### config.mk
export PLATFORM = sky130hd
export DESIGN_NAME = id_stage
export DESIGN_NICKNAME = d
export VERILOG_FILES = /design/src/source/id_pkg.sv /design/src/source/id_decoder.sv /design/src/source/id_operand_mux.sv /design/src/source/id_mac_sequencer.sv /design/src/source/id_fsm.sv /design/src/source/id_stage.sv
export SDC_FILE = /design/constraint.sdc
export NUM_CORES = 1
export LEC_CHECK = 0
export BUFFER_PORTS_ARGS = -buffer_cell sky130_fd_sc_hd__buf_2
export CELL_PAD_IN_SITES_DETAIL_PLACEMENT = 1
export CELL_PAD_IN_SITES_GLOBAL_PLACEMENT = 1
export CORE_AREA = 2 2 126 128
export CTS_CLUSTER_SIZE = 20
export DETAILED_ROUTE_END_ITERATION = 16
export DIE_AREA = 0 0 128 130
export PLACE_DENSITY = 0.79
export SYNTH_ARGS = -nofsm -noshare
export SYNTH_HDL_FRONTEND = slang
export SYNTH_SLANG_ARGS = --single-unit
### constraint.sdc
create_clock -name clk_i -period 3.75 [get_ports clk_i]
set_input_delay 0.1875 -clock clk_i [delete_from_list [all_inputs] [get_ports clk_i]]
set_output_delay 0.1875 -clock clk_i [all_outputs]
set_load 0.01 [all_outputs]
### src/source/id_pkg.sv
// Decode stage package
// Widths, opcode and operator encodings, selectors and the structs shared by the stage

package id_pkg;

  localparam int XLEN       = 32;
  localparam int REG_ADDR_W = 5;

  // Major opcodes kept in this core
  typedef enum logic [6:0] {
    OPC_LOAD    = 7'h03,
    OPC_CUSTOM0 = 7'h0b,
    OPC_OP_IMM  = 7'h13,
    OPC_STORE   = 7'h23,
    OPC_OP      = 7'h33,
    OPC_LUI     = 7'h37,
    OPC_BRANCH  = 7'h63,
    OPC_JAL     = 7'h6f
  } opcode_e;

  typedef enum logic [4:0] {
    ALU_ADD, ALU_SUB, ALU_XOR, ALU_OR, ALU_AND,
    ALU_SLL, ALU_SRL, ALU_SRA, ALU_SLT, ALU_SLTU,
    // Comparisons for branches
    ALU_EQ, ALU_NE, ALU_LT, ALU_GE, ALU_LTU, ALU_GEU,
    ALU_MUL
  } alu_op_e;

  typedef enum logic [1:0] {OP_A_REG_A, OP_A_CURRPC, OP_A_ZERO} op_a_sel_e;
  typedef enum logic {OP_B_REG_B, OP_B_IMM} op_b_sel_e;

  // INCR_PC is the fixed step of 4 to the next instruction
  typedef enum logic [2:0] {
    IMM_B_I, IMM_B_S, IMM_B_B, IMM_B_U, IMM_B_J, IMM_B_INCR_PC
  } imm_b_sel_e;

  typedef enum logic [1:0] {LSU_BYTE, LSU_HALF, LSU_WORD} lsu_size_e;

  typedef struct packed {
    alu_op_e    alu_op;
    op_a_sel_e  op_a_sel;
    op_b_sel_e  op_b_sel;
    imm_b_sel_e imm_b_sel;
    logic       rf_we;
    logic       rf_ren_a;
    logic       rf_ren_b;
    logic       lsu_req;
    logic       lsu_we;
    lsu_size_e  lsu_size;
    logic       lsu_sign_ext;
    logic       branch;
    logic       jump;
    logic       mac;
    logic       illegal;
  } dec_ctrl_t;

  typedef struct packed {
    alu_op_e         op;
    logic [XLEN-1:0] operand_a;
    logic [XLEN-1:0] operand_b;
  } alu_req_t;

  typedef struct packed {
    logic                  we;
    logic [REG_ADDR_W-1:0] waddr;
    logic [XLEN-1:0]       wdata;
  } rf_wr_t;

  typedef struct packed {
    logic            req;
    logic            we;
    lsu_size_e       size;
    logic            sign_ext;
    logic [XLEN-1:0] wdata;
  } lsu_req_t;

  typedef enum logic {FIRST_CYCLE, MULTI_CYCLE} id_state_e;

endpackage

### src/source/id_decoder.sv
// Instruction decoder
// Turns an RV32I word into control bits, register indices and the selected immediate

`timescale 1ns/1ps

module id_decoder #(
  parameter bit MacEn = 1'b1
) (
  input  logic [id_pkg::XLEN-1:0]       instr_i,
  input  logic                          instr_valid_i,
  output id_pkg::dec_ctrl_t             ctrl_o,
  output logic [id_pkg::REG_ADDR_W-1:0] rs1_o,
  output logic [id_pkg::REG_ADDR_W-1:0] rs2_o,
  output logic [id_pkg::REG_ADDR_W-1:0] rd_o,
  output logic [id_pkg::XLEN-1:0]       imm_o
);

  logic [2:0]        funct3;
  logic [6:0]        funct7;
  logic              illegal;
  id_pkg::dec_ctrl_t ctrl_d;

  assign funct3 = instr_i[14:12];
  assign funct7 = instr_i[31:25];
  assign rs1_o  = instr_i[19:15];
  assign rs2_o  = instr_i[24:20];
  assign rd_o   = instr_i[11:7];

  ////////////////////////////////////////
  // Control decode
  ////////////////////////////////////////

  always_comb begin
    ctrl_d  = '0;
    illegal = 1'b0;
    case (id_pkg::opcode_e'(instr_i[6:0]))
      id_pkg::OPC_OP: begin
        ctrl_d.rf_we    = 1'b1;
        ctrl_d.rf_ren_a = 1'b1;
        ctrl_d.rf_ren_b = 1'b1;
        if (funct7 == 7'h00) begin
          case (funct3)
            3'd0:    ctrl_d.alu_op = id_pkg::ALU_ADD;
            3'd1:    ctrl_d.alu_op = id_pkg::ALU_SLL;
            3'd2:    ctrl_d.alu_op = id_pkg::ALU_SLT;
            3'd3:    ctrl_d.alu_op = id_pkg::ALU_SLTU;
            3'd4:    ctrl_d.alu_op = id_pkg::ALU_XOR;
            3'd5:    ctrl_d.alu_op = id_pkg::ALU_SRL;
            3'd6:    ctrl_d.alu_op = id_pkg::ALU_OR;
            default: ctrl_d.alu_op = id_pkg::ALU_AND;
          endcase
        end else if (funct7 == 7'h20 && funct3 == 3'd0) begin
          ctrl_d.alu_op = id_pkg::ALU_SUB;
        end else if (funct7 == 7'h20 && funct3 == 3'd5) begin
          ctrl_d.alu_op = id_pkg::ALU_SRA;
        end else begin
          illegal = 1'b1;
        end
      end
      id_pkg::OPC_OP_IMM: begin
        ctrl_d.rf_we    = 1'b1;
        ctrl_d.rf_ren_a = 1'b1;
        ctrl_d.op_b_sel = id_pkg::OP_B_IMM;
        case (funct3)
          3'd0: ctrl_d.alu_op = id_pkg::ALU_ADD;
          3'd2: ctrl_d.alu_op = id_pkg::ALU_SLT;
          3'd3: ctrl_d.alu_op = id_pkg::ALU_SLTU;
          3'd4: ctrl_d.alu_op = id_pkg::ALU_XOR;
          3'd6: ctrl_d.alu_op = id_pkg::ALU_OR;
          3'd7: ctrl_d.alu_op = id_pkg::ALU_AND;
          3'd1: begin
            ctrl_d.alu_op = id_pkg::ALU_SLL;
            illegal       = (funct7 != 7'h00);
          end
          default: begin
            // Shift right, funct7 picks logical or arithmetic
            ctrl_d.alu_op = (funct7 == 7'h20) ? id_pkg::ALU_SRA : id_pkg::ALU_SRL;
            illegal       = (funct7 != 7'h00) && (funct7 != 7'h20);
          end
        endcase
      end
      id_pkg::OPC_LUI: begin
        ctrl_d.rf_we     = 1'b1;
        ctrl_d.op_a_sel  = id_pkg::OP_A_ZERO;
        ctrl_d.op_b_sel  = id_pkg::OP_B_IMM;
        ctrl_d.imm_b_sel = id_pkg::IMM_B_U;
      end
      id_pkg::OPC_LOAD: begin
        ctrl_d.rf_we        = 1'b1;
        ctrl_d.rf_ren_a     = 1'b1;
        ctrl_d.op_b_sel     = id_pkg::OP_B_IMM;
        ctrl_d.lsu_req      = 1'b1;
        ctrl_d.lsu_size     = id_pkg::lsu_size_e'(funct3[1:0]);
        ctrl_d.lsu_sign_ext = ~funct3[2];
        // Valid sizes are 0, 1, 2, 4 and 5
        illegal = (funct3[1:0] == 2'd3) || (funct3 == 3'd6);
      end
      id_pkg::OPC_STORE: begin
        ctrl_d.rf_ren_a  = 1'b1;
        ctrl_d.rf_ren_b  = 1'b1;
        ctrl_d.op_b_sel  = id_pkg::OP_B_IMM;
        ctrl_d.imm_b_sel = id_pkg::IMM_B_S;
        ctrl_d.lsu_req   = 1'b1;
        ctrl_d.lsu_we    = 1'b1;
        ctrl_d.lsu_size  = id_pkg::lsu_size_e'(funct3[1:0]);
        illegal          = (funct3 > 3'd2);
      end
      id_pkg::OPC_BRANCH: begin
        // Compare on registers first, target uses the B immediate later
        ctrl_d.rf_ren_a  = 1'b1;
        ctrl_d.rf_ren_b  = 1'b1;
        ctrl_d.imm_b_sel = id_pkg::IMM_B_B;
        ctrl_d.branch    = 1'b1;
        case (funct3)
          3'd0:    ctrl_d.alu_op = id_pkg::ALU_EQ;
          3'd1:    ctrl_d.alu_op = id_pkg::ALU_NE;
          3'd4:    ctrl_d.alu_op = id_pkg::ALU_LT;
          3'd5:    ctrl_d.alu_op = id_pkg::ALU_GE;
          3'd6:    ctrl_d.alu_op = id_pkg::ALU_LTU;
          3'd7:    ctrl_d.alu_op = id_pkg::ALU_GEU;
          default: illegal       = 1'b1;
        endcase
      end
      id_pkg::OPC_JAL: begin
        ctrl_d.rf_we     = 1'b1;
        ctrl_d.op_a_sel  = id_pkg::OP_A_CURRPC;
        ctrl_d.op_b_sel  = id_pkg::OP_B_IMM;
        ctrl_d.imm_b_sel = id_pkg::IMM_B_J;
        ctrl_d.jump      = 1'b1;
      end
      id_pkg::OPC_CUSTOM0: begin
        // rd + rs1 * rs2, port A rereads rd in the second cycle
        ctrl_d.rf_we    = 1'b1;
        ctrl_d.rf_ren_a = 1'b1;
        ctrl_d.rf_ren_b = 1'b1;
        ctrl_d.alu_op   = id_pkg::ALU_MUL;
        ctrl_d.mac      = 1'b1;
        illegal         = !MacEn || (funct3 != 3'd0) || (funct7 != 7'h00);
      end
      default: illegal = 1'b1;
    endcase

    // No write to x0
    if (rd_o == '0) begin
      ctrl_d.rf_we = 1'b0;
    end
    if (illegal) begin
      ctrl_d         = '0;
      ctrl_d.illegal = 1'b1;
    end
  end

  assign ctrl_o = instr_valid_i ? ctrl_d : '0;

  ////////////////////////////////////////
  // Immediate select
  ////////////////////////////////////////

  always_comb begin
    case (ctrl_o.imm_b_sel)
      id_pkg::IMM_B_S: imm_o = {{20{instr_i[31]}}, instr_i[31:25], instr_i[11:7]};
      id_pkg::IMM_B_B: imm_o = {{19{instr_i[31]}}, instr_i[31], instr_i[7],
                                instr_i[30:25], instr_i[11:8], 1'b0};
      id_pkg::IMM_B_U: imm_o = {instr_i[31:12], 12'b0};
      id_pkg::IMM_B_J: imm_o = {{11{instr_i[31]}}, instr_i[31], instr_i[19:12],
                                instr_i[20], instr_i[30:21], 1'b0};
      id_pkg::IMM_B_INCR_PC: imm_o = id_pkg::XLEN'(4);
      default: imm_o = {{20{instr_i[31]}}, instr_i[31:20]};
    endcase
  end

  // Only one multi-cycle class per instruction
  always_comb begin
    if (instr_valid_i) begin
      assert ($onehot0({ctrl_o.lsu_req, ctrl_o.branch, ctrl_o.jump, ctrl_o.mac}))
        else $error("decoder raised more than one multi-cycle flag");
    end
  end

endmodule

### src/source/id_operand_mux.sv
// ALU operand selection
// Picks operands A and B, with the branch target and jump link pair after the first cycle

`timescale 1ns/1ps

module id_operand_mux (
  input  id_pkg::dec_ctrl_t       ctrl_i,
  input  logic                    first_cycle_i,
  input  logic [id_pkg::XLEN-1:0] pc_i,
  input  logic [id_pkg::XLEN-1:0] rdata_a_i,
  input  logic [id_pkg::XLEN-1:0] rdata_b_i,
  input  logic [id_pkg::XLEN-1:0] imm_i,
  output logic [id_pkg::XLEN-1:0] operand_a_o,
  output logic [id_pkg::XLEN-1:0] operand_b_o
);

  always_comb begin
    case (ctrl_i.op_a_sel)
      id_pkg::OP_A_CURRPC: operand_a_o = pc_i;
      id_pkg::OP_A_ZERO:   operand_a_o = '0;
      default:             operand_a_o = rdata_a_i;
    endcase
    operand_b_o = (ctrl_i.op_b_sel == id_pkg::OP_B_IMM) ? imm_i : rdata_b_i;

    // Second cycle of a branch is the target, of a jump the link value
    if ((ctrl_i.branch || ctrl_i.jump) && !first_cycle_i) begin
      operand_a_o = pc_i;
      operand_b_o = ctrl_i.branch ? imm_i : id_pkg::XLEN'(4);
    end
  end

endmodule

### src/source/id_mac_sequencer.sv
// MAC sequencer
// Holds the product of the multiply cycle and turns the next cycle into rd + product

`timescale 1ns/1ps

module id_mac_sequencer (
  input  logic                          clk_i,
  input  logic                          rst_ni,
  input  logic                          mac_i,
  input  logic                          first_cycle_i,
  input  id_pkg::alu_op_e               alu_op_i,
  input  logic [id_pkg::XLEN-1:0]       operand_b_i,
  input  logic [id_pkg::XLEN-1:0]       result_ex_i,
  input  logic [id_pkg::REG_ADDR_W-1:0] rs1_i,
  input  logic [id_pkg::REG_ADDR_W-1:0] rd_i,
  output id_pkg::alu_op_e               alu_op_o,
  output logic [id_pkg::XLEN-1:0]       operand_b_o,
  output logic [id_pkg::REG_ADDR_W-1:0] raddr_a_o
);

  logic                    mul_cycle;
  logic                    acc_cycle;
  logic [id_pkg::XLEN-1:0] product_q;

  assign mul_cycle = mac_i & first_cycle_i;
  assign acc_cycle = mac_i & ~first_cycle_i;

  // Product from EX, taken at the end of the multiply cycle
  always_ff @(posedge clk_i) begin
    if (mul_cycle) begin
      product_q <= result_ex_i;
    end
  end

  // Accumulate: port A reads rd, B is the held product
  assign alu_op_o    = acc_cycle ? id_pkg::ALU_ADD : alu_op_i;
  assign operand_b_o = acc_cycle ? product_q : operand_b_i;
  assign raddr_a_o   = acc_cycle ? rd_i : rs1_i;

  // Accumulate comes right after the multiply of the same instruction
  acc_after_mul_a: assert property (@(posedge clk_i) disable iff (!rst_ni)
    acc_cycle |-> $past(mul_cycle) && ($past(rd_i) == rd_i));

endmodule

### src/source/id_fsm.sv
// ID-EX state machine
// Stall causes, one-shot pc set, write-back gating, LSU request and instruction done

`timescale 1ns/1ps

module id_fsm (
  input  logic                          clk_i,
  input  logic                          rst_ni,
  input  logic                          instr_valid_i,
  input  id_pkg::dec_ctrl_t             ctrl_i,
  input  logic                          branch_decision_i,
  input  logic                          lsu_resp_valid_i,
  input  logic [id_pkg::REG_ADDR_W-1:0] rd_i,
  input  logic [id_pkg::XLEN-1:0]       lsu_wdata_i,
  input  logic [id_pkg::XLEN-1:0]       result_ex_i,
  output logic                          first_cycle_o,
  output logic                          pc_set_o,
  output logic                          instr_done_o,
  output logic                          illegal_insn_o,
  output id_pkg::rf_wr_t                rf_wr_o,
  output id_pkg::lsu_req_t              lsu_req_o
);

  id_pkg::id_state_e state_q, state_d;
  logic stall_mem, stall_branch, stall_jump, stall_mac, stall_id;
  logic branch_set_d, branch_set_q, jump_set;
  logic set_done_q;

  assign first_cycle_o = instr_valid_i & (state_q == id_pkg::FIRST_CYCLE);

  // Loads and stores stall in cycle 1 and then until the response
  assign stall_mem = instr_valid_i & ctrl_i.lsu_req & (first_cycle_o | ~lsu_resp_valid_i);

  always_comb begin
    state_d      = state_q;
    stall_branch = 1'b0;
    stall_jump   = 1'b0;
    stall_mac    = 1'b0;
    branch_set_d = 1'b0;
    jump_set     = 1'b0;
    if (state_q == id_pkg::FIRST_CYCLE) begin
      if (ctrl_i.lsu_req) begin
        state_d = id_pkg::MULTI_CYCLE;
      end else if (ctrl_i.branch && branch_decision_i) begin
        // Target is formed in the next cycle
        state_d      = id_pkg::MULTI_CYCLE;
        stall_branch = 1'b1;
        branch_set_d = 1'b1;
      end else if (ctrl_i.jump) begin
        state_d    = id_pkg::MULTI_CYCLE;
        stall_jump = 1'b1;
        jump_set   = 1'b1;
      end else if (ctrl_i.mac) begin
        state_d   = id_pkg::MULTI_CYCLE;
        stall_mac = 1'b1;
      end
    end else if (!ctrl_i.lsu_req || lsu_resp_valid_i) begin
      // Branch, jump and MAC end here, memory waits for its response
      state_d = id_pkg::FIRST_CYCLE;
    end
  end

  assign stall_id     = stall_mem | stall_branch | stall_jump | stall_mac;
  assign instr_done_o = instr_valid_i & ~stall_id;

  always_ff @(posedge clk_i or negedge rst_ni) begin
    if (!rst_ni) begin
      state_q      <= id_pkg::FIRST_CYCLE;
      branch_set_q <= 1'b0;
      set_done_q   <= 1'b0;
    end else begin
      if (instr_valid_i) begin
        state_q <= state_d;
      end
      branch_set_q <= branch_set_d;
      // Remembers a pc set until the instruction retires
      set_done_q   <= (pc_set_o | set_done_q) & ~instr_done_o;
    end
  end

  assign pc_set_o       = (branch_set_q | jump_set) & ~set_done_q;
  assign illegal_insn_o = instr_valid_i & ctrl_i.illegal;

  // Write back only in the done cycle
  assign rf_wr_o.we    = ctrl_i.rf_we & instr_done_o;
  assign rf_wr_o.waddr = rd_i;
  assign rf_wr_o.wdata = result_ex_i;

  assign lsu_req_o.req      = ctrl_i.lsu_req & first_cycle_o;
  assign lsu_req_o.we       = ctrl_i.lsu_we;
  assign lsu_req_o.size     = ctrl_i.lsu_size;
  assign lsu_req_o.sign_ext = ctrl_i.lsu_sign_ext;
  assign lsu_req_o.wdata    = lsu_wdata_i;

  // Entering MULTI_CYCLE needs a stall in the cycle before
  multi_needs_stall_a: assert property (@(posedge clk_i) disable iff (!rst_ni)
    (state_q == id_pkg::MULTI_CYCLE) && ($past(state_q) == id_pkg::FIRST_CYCLE)
    |-> $past(stall_id));

endmodule

### src/source/id_stage.sv
// Instruction decode stage of a small RV32I core
// Decoder, operand mux, MAC sequencer and ID-EX FSM, one instruction in flight

`timescale 1ns/1ps

module id_stage #(
  parameter bit MacEn = 1'b1
) (
  input  logic                          clk_i,
  input  logic                          rst_ni,
  input  logic                          instr_valid_i,
  input  logic [id_pkg::XLEN-1:0]       instr_i,
  input  logic [id_pkg::XLEN-1:0]       pc_i,
  input  logic [id_pkg::XLEN-1:0]       rf_rdata_a_i,
  input  logic [id_pkg::XLEN-1:0]       rf_rdata_b_i,
  input  logic [id_pkg::XLEN-1:0]       result_ex_i,
  input  logic                          branch_decision_i,
  input  logic                          lsu_resp_valid_i,
  output logic [id_pkg::REG_ADDR_W-1:0] rf_raddr_a_o,
  output logic [id_pkg::REG_ADDR_W-1:0] rf_raddr_b_o,
  output id_pkg::alu_req_t              alu_req_o,
  output id_pkg::rf_wr_t                rf_wr_o,
  output id_pkg::lsu_req_t              lsu_req_o,
  output logic                          pc_set_o,
  output logic                          instr_done_o,
  output logic                          illegal_insn_o
);

  id_pkg::dec_ctrl_t             ctrl;
  logic [id_pkg::REG_ADDR_W-1:0] rs1, rd;
  logic [id_pkg::XLEN-1:0]       imm, operand_a, operand_b, operand_b_mac;
  logic                          first_cycle;
  id_pkg::alu_op_e               alu_op;

  assign alu_req_o = {alu_op, operand_a, operand_b_mac};

  id_decoder #(.MacEn(MacEn)) decoder_i (
    .instr_i      (instr_i),
    .instr_valid_i(instr_valid_i),
    .ctrl_o       (ctrl),
    .rs1_o        (rs1),
    .rs2_o        (rf_raddr_b_o),
    .rd_o         (rd),
    .imm_o        (imm)
  );

  id_operand_mux operand_mux_i (
    .ctrl_i       (ctrl),
    .first_cycle_i(first_cycle),
    .pc_i         (pc_i),
    .rdata_a_i    (rf_rdata_a_i),
    .rdata_b_i    (rf_rdata_b_i),
    .imm_i        (imm),
    .operand_a_o  (operand_a),
    .operand_b_o  (operand_b)
  );

  id_mac_sequencer mac_sequencer_i (
    .clk_i        (clk_i),
    .rst_ni       (rst_ni),
    .mac_i        (ctrl.mac),
    .first_cycle_i(first_cycle),
    .alu_op_i     (ctrl.alu_op),
    .operand_b_i  (operand_b),
    .result_ex_i  (result_ex_i),
    .rs1_i        (rs1),
    .rd_i         (rd),
    .alu_op_o     (alu_op),
    .operand_b_o  (operand_b_mac),
    .raddr_a_o    (rf_raddr_a_o)
  );

  id_fsm fsm_i (
    .clk_i            (clk_i),
    .rst_ni           (rst_ni),
    .instr_valid_i    (instr_valid_i),
    .ctrl_i           (ctrl),
    .branch_decision_i(branch_decision_i),
    .lsu_resp_valid_i (lsu_resp_valid_i),
    .rd_i             (rd),
    .lsu_wdata_i      (rf_rdata_b_i),
    .result_ex_i      (result_ex_i),
    .first_cycle_o    (first_cycle),
    .pc_set_o         (pc_set_o),
    .instr_done_o     (instr_done_o),
    .illegal_insn_o   (illegal_insn_o),
    .rf_wr_o          (rf_wr_o),
    .lsu_req_o        (lsu_req_o)
  );

endmodule

======== After elaboration in Yosys (flattened, before gate mapping) ========
Index checks and enable logic that the tools add are counted.
storage, ports and cells
  bits in registers ....................... 35
  logic and storage cells ................. 134
  bits of input ports ..................... 165
cells by class
  equality and inequality tests ........... 25
  magnitude comparators ................... 1
  muxes and demuxes ....................... 56
  bitwise gates (word level) .............. 24
  reductions and logical operators ........ 24
operator list
  kind                  count
  $mux W32              5
  $pmux W32 S5          1
  $pmux W32 S2          1
  $mux W23              2
  $pmux W5 S7           1
  $mux W1               33
  $eq A7 B6 Y1 const B  4
  $pmux W4 S7           1
  $pmux W4 S6           1
  $reduce_or A6 Y1      4
  $pmux W5 S4           1
  $eq A3 B3 Y1 const B  6
  $mux W5               3
  $eq A7 B7 Y1 const B  2
  $eq A3 B2 Y1 const B  4
  $pmux W3 S4           1
  $and A1 B1 Y1         11
  $eq A7 B2 Y1 const B  1
  $eq A7 B4 Y1 const B  1
  $eq A7 B5 Y1 const B  1
  $logic_not A7 Y1      1
  $ne A7 B6 Y1 const B  1
  $not A1 Y1            7
  $pmux W1 S7           1
  other kinds (19)      36

======== Logic depth before layout (Yosys ltp) ========
Gate-level depths: netlist of the first run.
  depth in word-level cells ............... 19
  depth in mapped cells ................... 12

======== Modules after synthesis ========
A second synthesis of the first run with hierarchy kept.
second synthesis, totals
  cells, all modules ...................... 460
  area total of the unflattened synthesis .. 4458.0 um^2
by module, submodules not included
  module            times used  seq. area each (um^2)  area each (um^2)  cells each
  id_mac_sequencer  1           960.9                  1616.6            81
  id_decoder        1           0.0                    1330.0            196
  id_operand_mux    1           0.0                    780.7             90
  id_fsm            1           75.1                   730.7             93

======== Worst setup path after synthesis of the first run ========
OpenSTA, ideal clock, no wires.
  kind .................................... input to register
  start ................................... input instr_i[26] (netlist bit)
  end ..................................... register mac_sequencer_i.product_q[0] (netlist bit), enable pin
  arrival ................................. 3996 ps
  setup slack ............................. -714 ps
  cell stages on the path ................. 5
  cells stage by stage .................... or4_1 -> nor3_2 -> a211oi_1 -> nor4_1 -> nor3b_1
on the way
  cells in the longest elaborated chain, start to end .. 9
RTL lines
  what                           line                                RTL
  start, declared                id_stage.sv:12                      input logic [id_pkg::XLEN-1:0] instr_i,
  $eq A7 B6 Y1                   id_decoder.sv:52, id_decoder.sv:54
  $logic_and A1 B1 Y1            id_decoder.sv:54                    end else if (funct7 == 7'h20 && funct3 == 3'd5) begin
  $mux W1                        id_decoder.sv:54
  $mux W1                        id_decoder.sv:52                    end else if (funct7 == 7'h20 && funct3 == 3'd0) begin
  $mux W1                        id_decoder.sv:41                    if (funct7 == 7'h00) begin
  $pmux W1 S7 *                  id_decoder.sv:36                    case (id_pkg::opcode_e'(instr_i[6:0]))
  $mux W23 *                     id_decoder.sv:147                   if (illegal) begin
  $mux W23 *                     id_decoder.sv:153                   assign ctrl_o = instr_valid_i ? ctrl_d : '0;
  $and A1 B1 Y1 *                id_mac_sequencer.sv:25              assign mul_cycle = mac_i & first_cycle_i;
  net mac_sequencer_i.mul_cycle  id_mac_sequencer.sv:21              logic mul_cycle;
  end signal, assigned           id_mac_sequencer.sv:31              product_q <= result_ex_i;
  end, declared                  id_mac_sequencer.sv:23              logic [id_pkg::XLEN-1:0] product_q;
The timed path passes the listed nets; every way through them passes the cells marked *.
A chain may end at the register's enable or synchronous reset.

==> impl_metrics.json, run 1 <==
{
  "grt.met3_usage": 0.04182,
  "synth.area.top_cells": "sky130_fd_sc_hd__edfxtp_1, sky130_fd_sc_hd__buf_4, sky130_fd_sc_hd__a22o_1, sky130_fd_sc_hd__a221o_1, sky130_fd_sc_hd__a22oi_1",
  "cpLargestDelayFamily": "compound AO/OA/AOI/OAI gates",
  "timing.final.hold_violations": 0,
  "fin_crit_sh": 0.8889,
  "grt.overflow.total": 0,
  "cell_type_with_the_highest_occurrence_count_on_the_critical_path": "sky130_fd_sc_hd__buf_2",
  "worst-path-buf-inv": 3,
  "synth_warnings": 0,
  "largest_area_contributor_in_the_synthesized_netlist": "sky130_fd_sc_hd__edfxtp_1",
  "core-area_mm2": 0.01542,
  "maxCapViolations": 0,
  "postRouteWirelength_mm": 18.14,
  "hold_ws_ns": 0.07382,
  "setup.worst_path.end_class": "output pin",
  "routed-via-count": 4445,
  "relSlewSlack": 0.2402,
  "placedCellCount": 859,
  "clk_transition_reported_paths_ns": 0.07,
  "cell_at_the_root_of_the_clock_tree": "sky130_fd_sc_hd__clkbuf_16",
  "hold_class": "in2reg",
  "critical_path.slowest_cell": "sky130_fd_sc_hd__or4_1",
  "ir_worst_vdd_mv": 0.1726,
  "yosys_register_bits": 35,
  "groute.usage.overall": 0.2047,
  "number_of_antenna_violations_at_the_first_check_in_global_routing": 1,
  "crit_type": "in2out",
  "timing.critical_path.from_type": "input port",
  "detailedPlacementHpwl_mm": 14.94,
  "unrepaired_setup_endpoints_after_global_routing": "false",
  "final_cells": 868,
  "cpPeakStageDelay_ns": 0.63,
  "first_global_vias": 4227,
  "final-max-slew-violation-count": 0,
  "yosysUniqueCellTypes": 59,
  "syn_to_final_growth_pct": 37.93,
  "synthDominantCellAreaShare": 0.2608,
  "p_leak_nw": 2.525,
  "syn_area_per_cell_um2": 8.337,
  "cts_num_sinks": 35,
  "layout.nets": 841,
  "maximum_number_of_pins_on_one_net_before_global_route_repair": 33,
  "synthFlopType": "sky130_fd_sc_hd__edfxtp_1",
  "dr.pass1.iters": 4,
  "buffer_ports.inserted": 321,
  "grt_first_pass_wirelength_mm": 25.45,
  "crit_path_max_fanout": 18,
  "post-route-drc-count": 0,
  "cts_tree": "yes",
  "fp.dieArea_mm2": 0.01664,
  "place_congestion": 0.8592,
  "final_number_of_setup_violating_endpoints": 0,
  "timing.setup.tns_ns": 0,
  "top_level_ports": 322,
  "clock_tree.buffer_depth": 2,
  "synth_fp_nets": 608,
  "busiest_layer": "met2",
  "worstPathCellList": "buf_2 -> or4_1 -> nor4_1 -> o32a_1 -> a41oi_2 -> buf_4 -> a221oi_1 -> nor2_1 -> buf_2",
  "detail_route.wl_per_cell_um": 20.89,
  "grt_util_met1": 0.2728,
  "cts_max_level": 2,
  "detail-route-antenna-nets": 0,
  "antenna-diode-count": 0,
  "layout-drive-gt1-share": 0.5207,
  "ys_async_sr_fraction": 0.08571,
  "post_synth_edffs": 32,
  "initial_utilization": 0.2389,
  "initialDrtViolationCount": 261,
  "worst_pin_slew_ns": 1.130,
  "max_freq_mhz": 300.0,
  "die_w_um": 128,
  "chipHeight_um": 130,
  "run_status": "completed",
  "critPathRequiredTime_ns": 3.56,
  "finalCriticalPeriod_ns": 3.333,
  "std_cell_rows": 46,
  "power_per_cell_area_mw_per_mm2": 241.6,
  "seq_total_area_yosys": 0.2812,
  "met2_usage": 0.3422,
  "syn-cell-area_mm2": 0.003685,
  "post_drt_via_cell_ratio": 5.121,
  "clk_latency_ns": 0.29,
  "clock_skew_ns": 0.007873,
  "cp.arrival_ns": 3.15,
  "cells_after_synth": 442,
  "cts-buffers-inserted": 5
}
==> power by group <==
| part | switching [W] | total [W] | internal, W |
|---|---|---|---|
| sequential | 0.000000396 | 0.000426 | 0.000426 |
| combinational | 0.000205 | 0.000373 | 0.000168 |
| clock | 0.000183 | 0.000429 | 0.000246 |
| total | 0.000389 | 0.00123 | 0.000840 |
==> synthesized netlist by cell type (9+ instances only) <==
| library cell | number |
|---|---|
| sky130_fd_sc_hd__a22oi_1 | 18 |
| sky130_fd_sc_hd__a221o_1 | 14 |
| sky130_fd_sc_hd__a21oi_1 | 24 |
| sky130_fd_sc_hd__a22o_1 | 32 |
| sky130_fd_sc_hd__inv_1 | 13 |
| sky130_fd_sc_hd__nor2_1 | 33 |
| sky130_fd_sc_hd__a31oi_1 | 9 |
| sky130_fd_sc_hd__nand2_1 | 29 |
| sky130_fd_sc_hd__edfxtp_1 | 32 |
| sky130_fd_sc_hd__buf_4 | 76 |
| sky130_fd_sc_hd__clkbuf_1 | 21 |
| sky130_fd_sc_hd__o21ai_0 | 18 |
==> registers in the layout, indices dropped and copies added (netlist names) <==
register                   flops
mac_sequencer_i.product_q     32
fsm_i.branch_set_q             1
fsm_i.set_done_q               1
fsm_i.state_q                  1
==> cell families after synthesis <==
| kind of cell | count (synthesis) | synth area share |
|---|---|---|
| XOR/XNOR | 2 | 0.004755 |
| adder cells (fa/ha/maj) | 1 | 0.003395 |
| buffers and inverters | 122 | 0.2139 |
| multiplexers | 5 | 0.01358 |
| AND/OR/NAND/NOR | 129 | 0.1827 |
| AO/OA/AOI/OAI | 148 | 0.3005 |
| flip-flops | 35 | 0.2812 |
==> final timing paths <==
kind / from / end / slack, ns / cells past startpoint
min in group asynchronous: rst_ni / fsm_i.state_q$_DFFE_PN0P_ / 0.22 / 2
worst max-delay path: instr_i[26] / alu_req_o[31] / 0.42 / 9
worst min register to register: fsm_i.set_done_q$_DFF_PN0_ / fsm_i.set_done_q$_DFF_PN0_ / 0.53 / 2
worst min-delay path: result_ex_i[7] / mac_sequencer_i.product_q[7]$_DFFE_PP_ / 0.07 / 1
worst max register to register: fsm_i.state_q$_DFFE_PN0P_ / mac_sequencer_i.product_q[13]$_DFFE_PP_ / 2.37 / 2
max in group asynchronous: rst_ni / fsm_i.set_done_q$_DFF_PN0_ / 3.43 / 2
==> what timing repair did <==
| action | 4_1_cts | 5_1_grt |
|---|---|---|
| hold buffers | 1 | 0 |
| gates resized for setup | 0 | 1 |
| endpoints found under the setup margin | 0 | 1 |
| hold endpoints to repair | 3 | 0 |
| buffers inserted | 0 | 0 |
==> layout make-up <==
class | count | area, um2
clock buffer | 6 | 128.9
clock inverter | 2 | 12.51
fill | 1968 | 10340
inverter | 13 | 48.80
multi-input combinational | 285 | 1889
sequential | 35 | 1036
tap | 192 | 240.2
timing repair buffer | 335 | 1727
==> metrics by stage <==
step | worst slack, ns | total power [W] | instance area (um2) | util
after global placement | 0.3300 | 0.0008028 | 4925 | 0.3193
after global routing | 0.2330 | 0.001286 | 5082 | 0.3295
final | 0.4166 | 0.001228 | 5082 | 0.3295
after CTS | 0.2093 | 0.001245 | 5076 | 0.3291
after detailed placement | 0.2255 | 0.0008065 | 4925 | 0.3193
after floorplan | 0.4152 | 0.0006406 | 3690 | -
==> metal layers <==
metal	vias to the layer above	routed length, um
met1	2171	8003
met5	-	0
met4	0	289
met3	19	976
met2	181	8867
li1	2074	-
==> layout by cell type, fill, tap and decap left out, types with 6 or more instances in the layout <==
cell,synthesis,final
sky130_fd_sc_hd__nand2_1,29,29
sky130_fd_sc_hd__a31oi_1,9,8
sky130_fd_sc_hd__edfxtp_1,32,32
sky130_fd_sc_hd__a22o_1,32,32
sky130_fd_sc_hd__and3_1,8,8
sky130_fd_sc_hd__buf_4,76,12
sky130_fd_sc_hd__and2_1,8,8
sky130_fd_sc_hd__a221o_1,14,14
sky130_fd_sc_hd__nand3_1,6,6
sky130_fd_sc_hd__inv_1,13,13
sky130_fd_sc_hd__o21ai_0,18,18
sky130_fd_sc_hd__a22oi_1,18,18
sky130_fd_sc_hd__nor2_1,33,33
sky130_fd_sc_hd__buf_2,6,321
sky130_fd_sc_hd__a21oi_1,24,24
sky130_fd_sc_hd__nand4_1,6,6
sky130_fd_sc_hd__nor4_1,6,6
Power figures use the tool's default switching activity.
==> run 2: changes to the inputs <==
Settings changed: REMOVE_ABC_BUFFERS set to 1, SETUP_SLACK_MARGIN set to 0.4.
==> run 2 against run 1 <==
Net effect:
- combinational power hardly changed
- clock power is 6.1% lower
- hold slack better by 0.013 ns
- sequential cell count stayed put
- non-clock buffer count is 8 higher
- cell count is 0.69% higher
- first-iteration DRC count is 14% higher
- sequential share of layout area is 0.23 points lower
- total power is 1.8% lower
- cell area is 1.2% higher
- register-to-register slack worse by 0.06 ns
- maximum frequency is 4.1% higher
- critical path type unchanged
- critical endpoint is now alu_req_o[14]
- largest cell class unchanged
==> impl_metrics.json, run 2 (synthesis results as in run 1) <==
{
  "antenna-diode-count": 0,
  "final_common_cell": "sky130_fd_sc_hd__buf_2",
  "grt_first_pass_wirelength_mm": 25.45,
  "regMostFlops": "mac_sequencer_i.product_q",
  "clk_latency_ns": 0.28,
  "finalCriticalPeriod_ns": 3.204,
  "cts_max_level": 2,
  "hold_class": "in2reg",
  "cts_num_sinks": 35,
  "cp_num_cells": 8,
  "detail-route-antenna-nets": 0,
  "detailedPlacementHpwl_mm": 14.54,
  "routed-via-count": 4472,
  "timing.critical_path.from_type": "input port",
  "r2r_cells": 2,
  "worstPathCellList": "buf_2 -> or3b_1 -> or3_1 -> a2111o_1 -> a41oi_2 -> and2_1 -> a221o_1 -> buf_2",
  "number_of_antenna_violations_at_the_first_check_in_global_routing": 0,
  "unrepaired_setup_endpoints_after_global_routing": "false",
  "buffer_ports.inserted": 321,
  "initialDrtViolationCount": 298,
  "layout-drive-gt1-share": 0.5249,
  "fillers": 1952,
  "groute.usage.overall": 0.1988,
  "final_number_of_setup_violating_endpoints": 0,
  "ir_worst_vdd_mv": 0.1355,
  "top_level_ports": 322,
  "final-max-slew-violation-count": 0,
  "multi_input_comb_area_mm2": 0.001884,
  "syn_to_final_growth_pct": 39.52,
  "placedCellCount": 864,
  "largest_reg_flops": 32,
  "post_drt_via_cell_ratio": 5.117,
  "p_leak_nw": 2.564,
  "maxCapViolations": 0,
  "chipHeight_um": 130,
  "postRouteWirelength_mm": 17.80,
  "grt_util_met1": 0.2701,
  "worst_pin_slew_ns": 1.066,
  "post-route-util": 0.3333,
  "cpPeakStageDelay_ns": 0.53,
  "clock_skew_ns": 0.01045,
  "busiest_layer": "met2",
  "sequential_cell_area_mm2": 0.001036,
  "initial_utilization": 0.2389,
  "grt.overflow.total": 0,
  "first_global_vias": 4392,
  "cts_tree": "yes",
  "place_congestion": 0.8979,
  "cp.arrival_ns": 3.02,
  "fin_crit_sh": 0.8543,
  "timing.setup.tns_ns": 0,
  "worst-path-buf-inv": 2,
  "clk_transition_reported_paths_ns": 0.06,
  "design_area_mm2": 0.005141,
  "cts-buffers-inserted": 5,
  "mostFrequentLayoutCells": "sky130_fd_sc_hd__buf_2, sky130_fd_sc_hd__nor2_1, sky130_fd_sc_hd__a22o_1, sky130_fd_sc_hd__edfxtp_1, sky130_fd_sc_hd__nand2_1",
  "cpLargestDelayFamily": "simple AND/OR/NAND/NOR gates",
  "critPathRequiredTime_ns": 3.56,
  "crit_type": "in2out",
  "placement.cell_area_mm2": 0.004969,
  "post-route-drc-count": 0,
  "core-area_mm2": 0.01542,
  "power_per_cell_area_mw_per_mm2": 234.5,
  "maximum_number_of_pins_on_one_net_before_global_route_repair": 33,
  "relSlewSlack": 0.2828,
  "cell_at_the_root_of_the_clock_tree": "sky130_fd_sc_hd__clkbuf_16",
  "die_w_um": 128,
  "setup.worst_path.end_class": "output pin",
  "std_cell_rows": 46,
  "cell_type_with_the_highest_occurrence_count_on_the_critical_path": "sky130_fd_sc_hd__buf_2",
  "dr.pass1.iters": 4,
  "clock_tree.buffer_depth": 2,
  "max_freq_mhz": 312.2,
  "met2_usage": 0.3388,
  "timing.final.hold_violations": 0,
  "layout.nets": 849,
  "critical_path.slowest_cell": "sky130_fd_sc_hd__a2111o_1",
  "fp.dieArea_mm2": 0.01664,
  "crit_path_max_fanout": 12,
  "run_status": "completed",
  "min_delay_path_depth": 1,
  "final_cells": 874,
  "grt.met3_usage": 0.03239,
  "detail_route.wl_per_cell_um": 20.37
}
==> run 2: worst reg2reg max path, stage by stage, from the launching register on <==
cell	delay, ns
sky130_fd_sc_hd__dfrtp_1	0.48
sky130_fd_sc_hd__nor3b_2	0.39
sky130_fd_sc_hd__buf_12	0.25
==> run 2: repair_timing <==
| item | 4_1_cts | 5_1_grt |
|---|---|---|
| buffers inserted | 0 | 3 |
| hold buffers | 1 | 0 |
| resized for setup | 0 | 1 |
| endpoints found under the hold margin | 3 | 0 |
| endpoints found under the setup margin | 0 | 24 |
==> run 2: stage by stage <==
step                hold slack [ns]  setup WS, ns  power (W)
finish                      0.08657        0.5465   0.001206
global route                0.07662        0.4138   0.001268
CTS                         0.07711        0.4500   0.001221
detailed placement         -0.01206        0.4572  0.0008079
global placement           -0.01568        0.5290  0.0008033
floorplan                   -0.1081       -0.7139  0.0005456
==> run 2: report_power, final <==
group	leakage (nW)	switching [W]	total, W	internal, W
registers	0.329	0.000000349	0.000426	0.000426
clock network	0.0618	0.000164	0.000403	0.000239
logic	2.17	0.000205	0.000376	0.000172
total	2.56	0.000369	0.00121	0.000836
==> run 2: metal layers <==
layer  vias to the layer above  routed length, um
li1                       2091                  -
met1                      2195               7877
met2                       169               8861
met3                        17                892
met4                         0                169
met5                         -                  0
==> run 2: final cells by class <==
| type | count | area share |
|---|---|---|
| Multi-Input combinational cell | 285 | 0.3665 |
| Timing Repair Buffer | 343 | 0.3500 |
| Clock buffer | 5 | 0.02434 |
| Inverter | 13 | 0.009491 |
| Clock inverter | 1 | 0.001460 |
| Tap cell | 192 | 0.04673 |
| Sequential cell | 35 | 0.2015 |
==> run 2: path summary, 6_finish.rpt <==
check	start	endpoint	slack, ns
max in group asynchronous	rst_ni	fsm_i.set_done_q$_DFF_PN0_	3.38
min in group asynchronous	rst_ni	fsm_i.state_q$_DFFE_PN0P_	0.26
hold reg to reg	fsm_i.set_done_q$_DFF_PN0_	fsm_i.set_done_q$_DFF_PN0_	0.54
setup / recovery	instr_i[4]	alu_req_o[14]	0.55
setup reg to reg	fsm_i.state_q$_DFFE_PN0P_	mac_sequencer_i.product_q[3]$_DFFE_PP_	2.31
hold / removal	result_ex_i[13]	mac_sequencer_i.product_q[13]$_DFFE_PP_	0.09
==> run 3: changes to the inputs <==
Settings changed: CORE_AREA 2 2 126 128 to 3 3 124 126, DIE_AREA 0 0 128 130 to 0 0 127 129, PLACE_DENSITY 0.79 to 0.83, RECOVER_POWER set to 25, SKIP_LAST_GASP set to 1.
==> run 3 against run 2 <==
Net effect:
- sequential cell count did not move
- critical path type unchanged
- largest power group unchanged
- clock power rose by 2%
- count of clock-buffer cells in the layout did not move
- hold slack barely moved
- via count rose by 0.94%
- cell count fell by 1.4%
==> impl_metrics.json, run 3 (synthesis results as in run 1) <==
{
  "grt_first_pass_wirelength_mm": 26.50,
  "p_clk_frac": 0.340,
  "syn_to_final_growth_pct": 36.33,
  "postRouteWirelength_mm": 18.11,
  "die_w_um": 127,
  "pwr-share-seq": 0.353,
  "core-area_mm2": 0.01442,
  "dp_slack_ns": 0.5663,
  "number_of_antenna_violations_at_the_first_check_in_global_routing": 0,
  "final_cells": 862,
  "routed-via-count": 4514,
  "fp.dieArea_mm2": 0.01638,
  "p_int_w": 0.0008298,
  "ir_worst_vdd_mv": 0.1842,
  "p_sw_w": 0.0003761,
  "place_congestion": 0.8916,
  "hold_ws_ns": 0.08706,
  "layout-drive-gt1-share": 0.4602,
  "chipHeight_um": 129,
  "groute.usage.overall": 0.2079,
  "final_common_cell": "sky130_fd_sc_hd__buf_2",
  "maximum_number_of_pins_on_one_net_before_global_route_repair": 33,
  "layout.nets": 843,
  "setup.worst_path.end_class": "output pin",
  "placement.cell_area_mm2": 0.004923,
  "buffer_ports.inserted": 321,
  "run_status": "completed",
  "multi_input_comb_area_mm2": 0.001878,
  "clock_skew_ns": 0.009269,
  "fin_ws_ns": 0.6574,
  "switch_share": 0.3119,
  "p_leak_nw": 2.418,
  "crit_type": "in2out",
  "clk_latency_ns": 0.28,
  "final_number_of_setup_violating_endpoints": 0,
  "design_area_mm2": 0.005024,
  "finalCriticalPeriod_ns": 3.093,
  "grt.overflow.total": 0,
  "final-max-slew-violation-count": 0,
  "fin_crit_sh": 0.8247,
  "initialDrtViolationCount": 318,
  "detailedPlacementHpwl_mm": 15.03,
  "cpPeakStageDelay_ns": 0.59,
  "top_level_ports": 322,
  "sequential_cell_area_mm2": 0.001036,
  "cp.arrival_ns": 2.91,
  "post_drt_via_cell_ratio": 5.237,
  "post-route-util": 0.3483,
  "timing.final.hold_violations": 0,
  "placedCellCount": 853,
  "clock_tree.buffer_depth": 2,
  "critPathRequiredTime_ns": 3.56,
  "detail_route.wl_per_cell_um": 21.01,
  "hold_class": "in2reg",
  "worst-path-buf-inv": 4,
  "critical_path.slowest_cell": "sky130_fd_sc_hd__o21ai_2",
  "relSlewSlack": 0.3262,
  "cts_max_level": 2,
  "mostFrequentLayoutCells": "sky130_fd_sc_hd__buf_2, sky130_fd_sc_hd__clkbuf_1, sky130_fd_sc_hd__nor2_1",
  "cell_at_the_root_of_the_clock_tree": "sky130_fd_sc_hd__clkbuf_16",
  "unrepaired_setup_endpoints_after_global_routing": "false",
  "cts-buffers-inserted": 5,
  "maxCapViolations": 0,
  "detail-route-antenna-nets": 0,
  "cell_type_with_the_highest_occurrence_count_on_the_critical_path": "sky130_fd_sc_hd__buf_2",
  "fillers": 1881,
  "max_freq_mhz": 323.4,
  "crit_path_max_fanout": 18,
  "worst_pin_slew_ns": 1.002,
  "cts_num_sinks": 35,
  "largest_reg_flops": 32,
  "dr.pass1.iters": 5,
  "std_cell_rows": 44,
  "power_frac_comb": 0.307,
  "timing.critical_path.from_type": "input port",
  "worstPathCellList": "buf_2 -> or3b_1 -> nor3_2 -> inv_1 -> ha_1 -> o21ai_2 -> buf_4 -> a22o_1 -> buf_2",
  "initial_utilization": 0.2555,
  "first_global_vias": 4426,
  "cts_tree": "yes",
  "antenna-diode-count": 0,
  "cpLargestDelayFamily": "buffers and inverters",
  "regMostFlops": "mac_sequencer_i.product_q",
  "power_per_cell_area_mw_per_mm2": 240.0,
  "clk_transition_reported_paths_ns": 0.06,
  "post-route-drc-count": 0
}
-- run 3: layout make-up --
class                   instances  area share
clock buffers                   5     0.02491
clock inverters                 3    0.002989
inverters                      13    0.009714
multi-input cells             285      0.3738
flip-flops and latches         35      0.2062
well taps                     184     0.04583
repair buffers                337      0.3365
-- run 3: path summary, 6_finish.rpt --
path                       slack, ns  cells after the start                  startpoint                                       to
max reg2reg                     2.37                      2   fsm_i.state_q$_DFFE_PN0P_   mac_sequencer_i.product_q[9]$_DFFE_PP_
max in group asynchronous       3.35                      2                      rst_ni             fsm_i.branch_set_q$_DFF_PN0_
min                             0.09                      1             result_ex_i[10]  mac_sequencer_i.product_q[10]$_DFFE_PP_
min in group asynchronous       0.25                      2                      rst_ni               fsm_i.set_done_q$_DFF_PN0_
min reg2reg                     0.53                      2  fsm_i.set_done_q$_DFF_PN0_               fsm_i.set_done_q$_DFF_PN0_
max                             0.66                      9                  instr_i[4]                            alu_req_o[56]
-- run 3: per-stage QoR --
step,setup TNS (ns),total power (W)
2_1_floorplan,-22.85,0.0005456
3_3_place_gp,0,0.0008030
3_5_place_dp,0,0.0008074
4_1_cts,0,0.001228
5_1_grt,0,0.001270
6_report,0,0.001206
-- run 3: power groups by stage --
stage	logic, W	clock network, W	registers [W]
floorplan	0.000111	0	0.000434
global placement	0.000369	0	0.000434
detailed placement	0.000373	0	0.000434
CTS	0.000376	0.000426	0.000426
global route	0.000401	0.000443	0.000426
finish	0.000370	0.000410	0.000426
-- run 3: layer usage --
layer,global-route usage,part of all wire
met2,0.3443,0.50
met1,0.2854,0.43
met3,0.03653,0.064
met5,0,0
met4,0.04353,0.011
-- run 3: repair_timing --
item                                    in CTS  in global routing
hold buffers                                 1                  0
endpoints found under the setup margin       0                 10
setup buffers                                0                  0
gates resized for setup                      0                  1
hold endpoints to repair                     3                  0
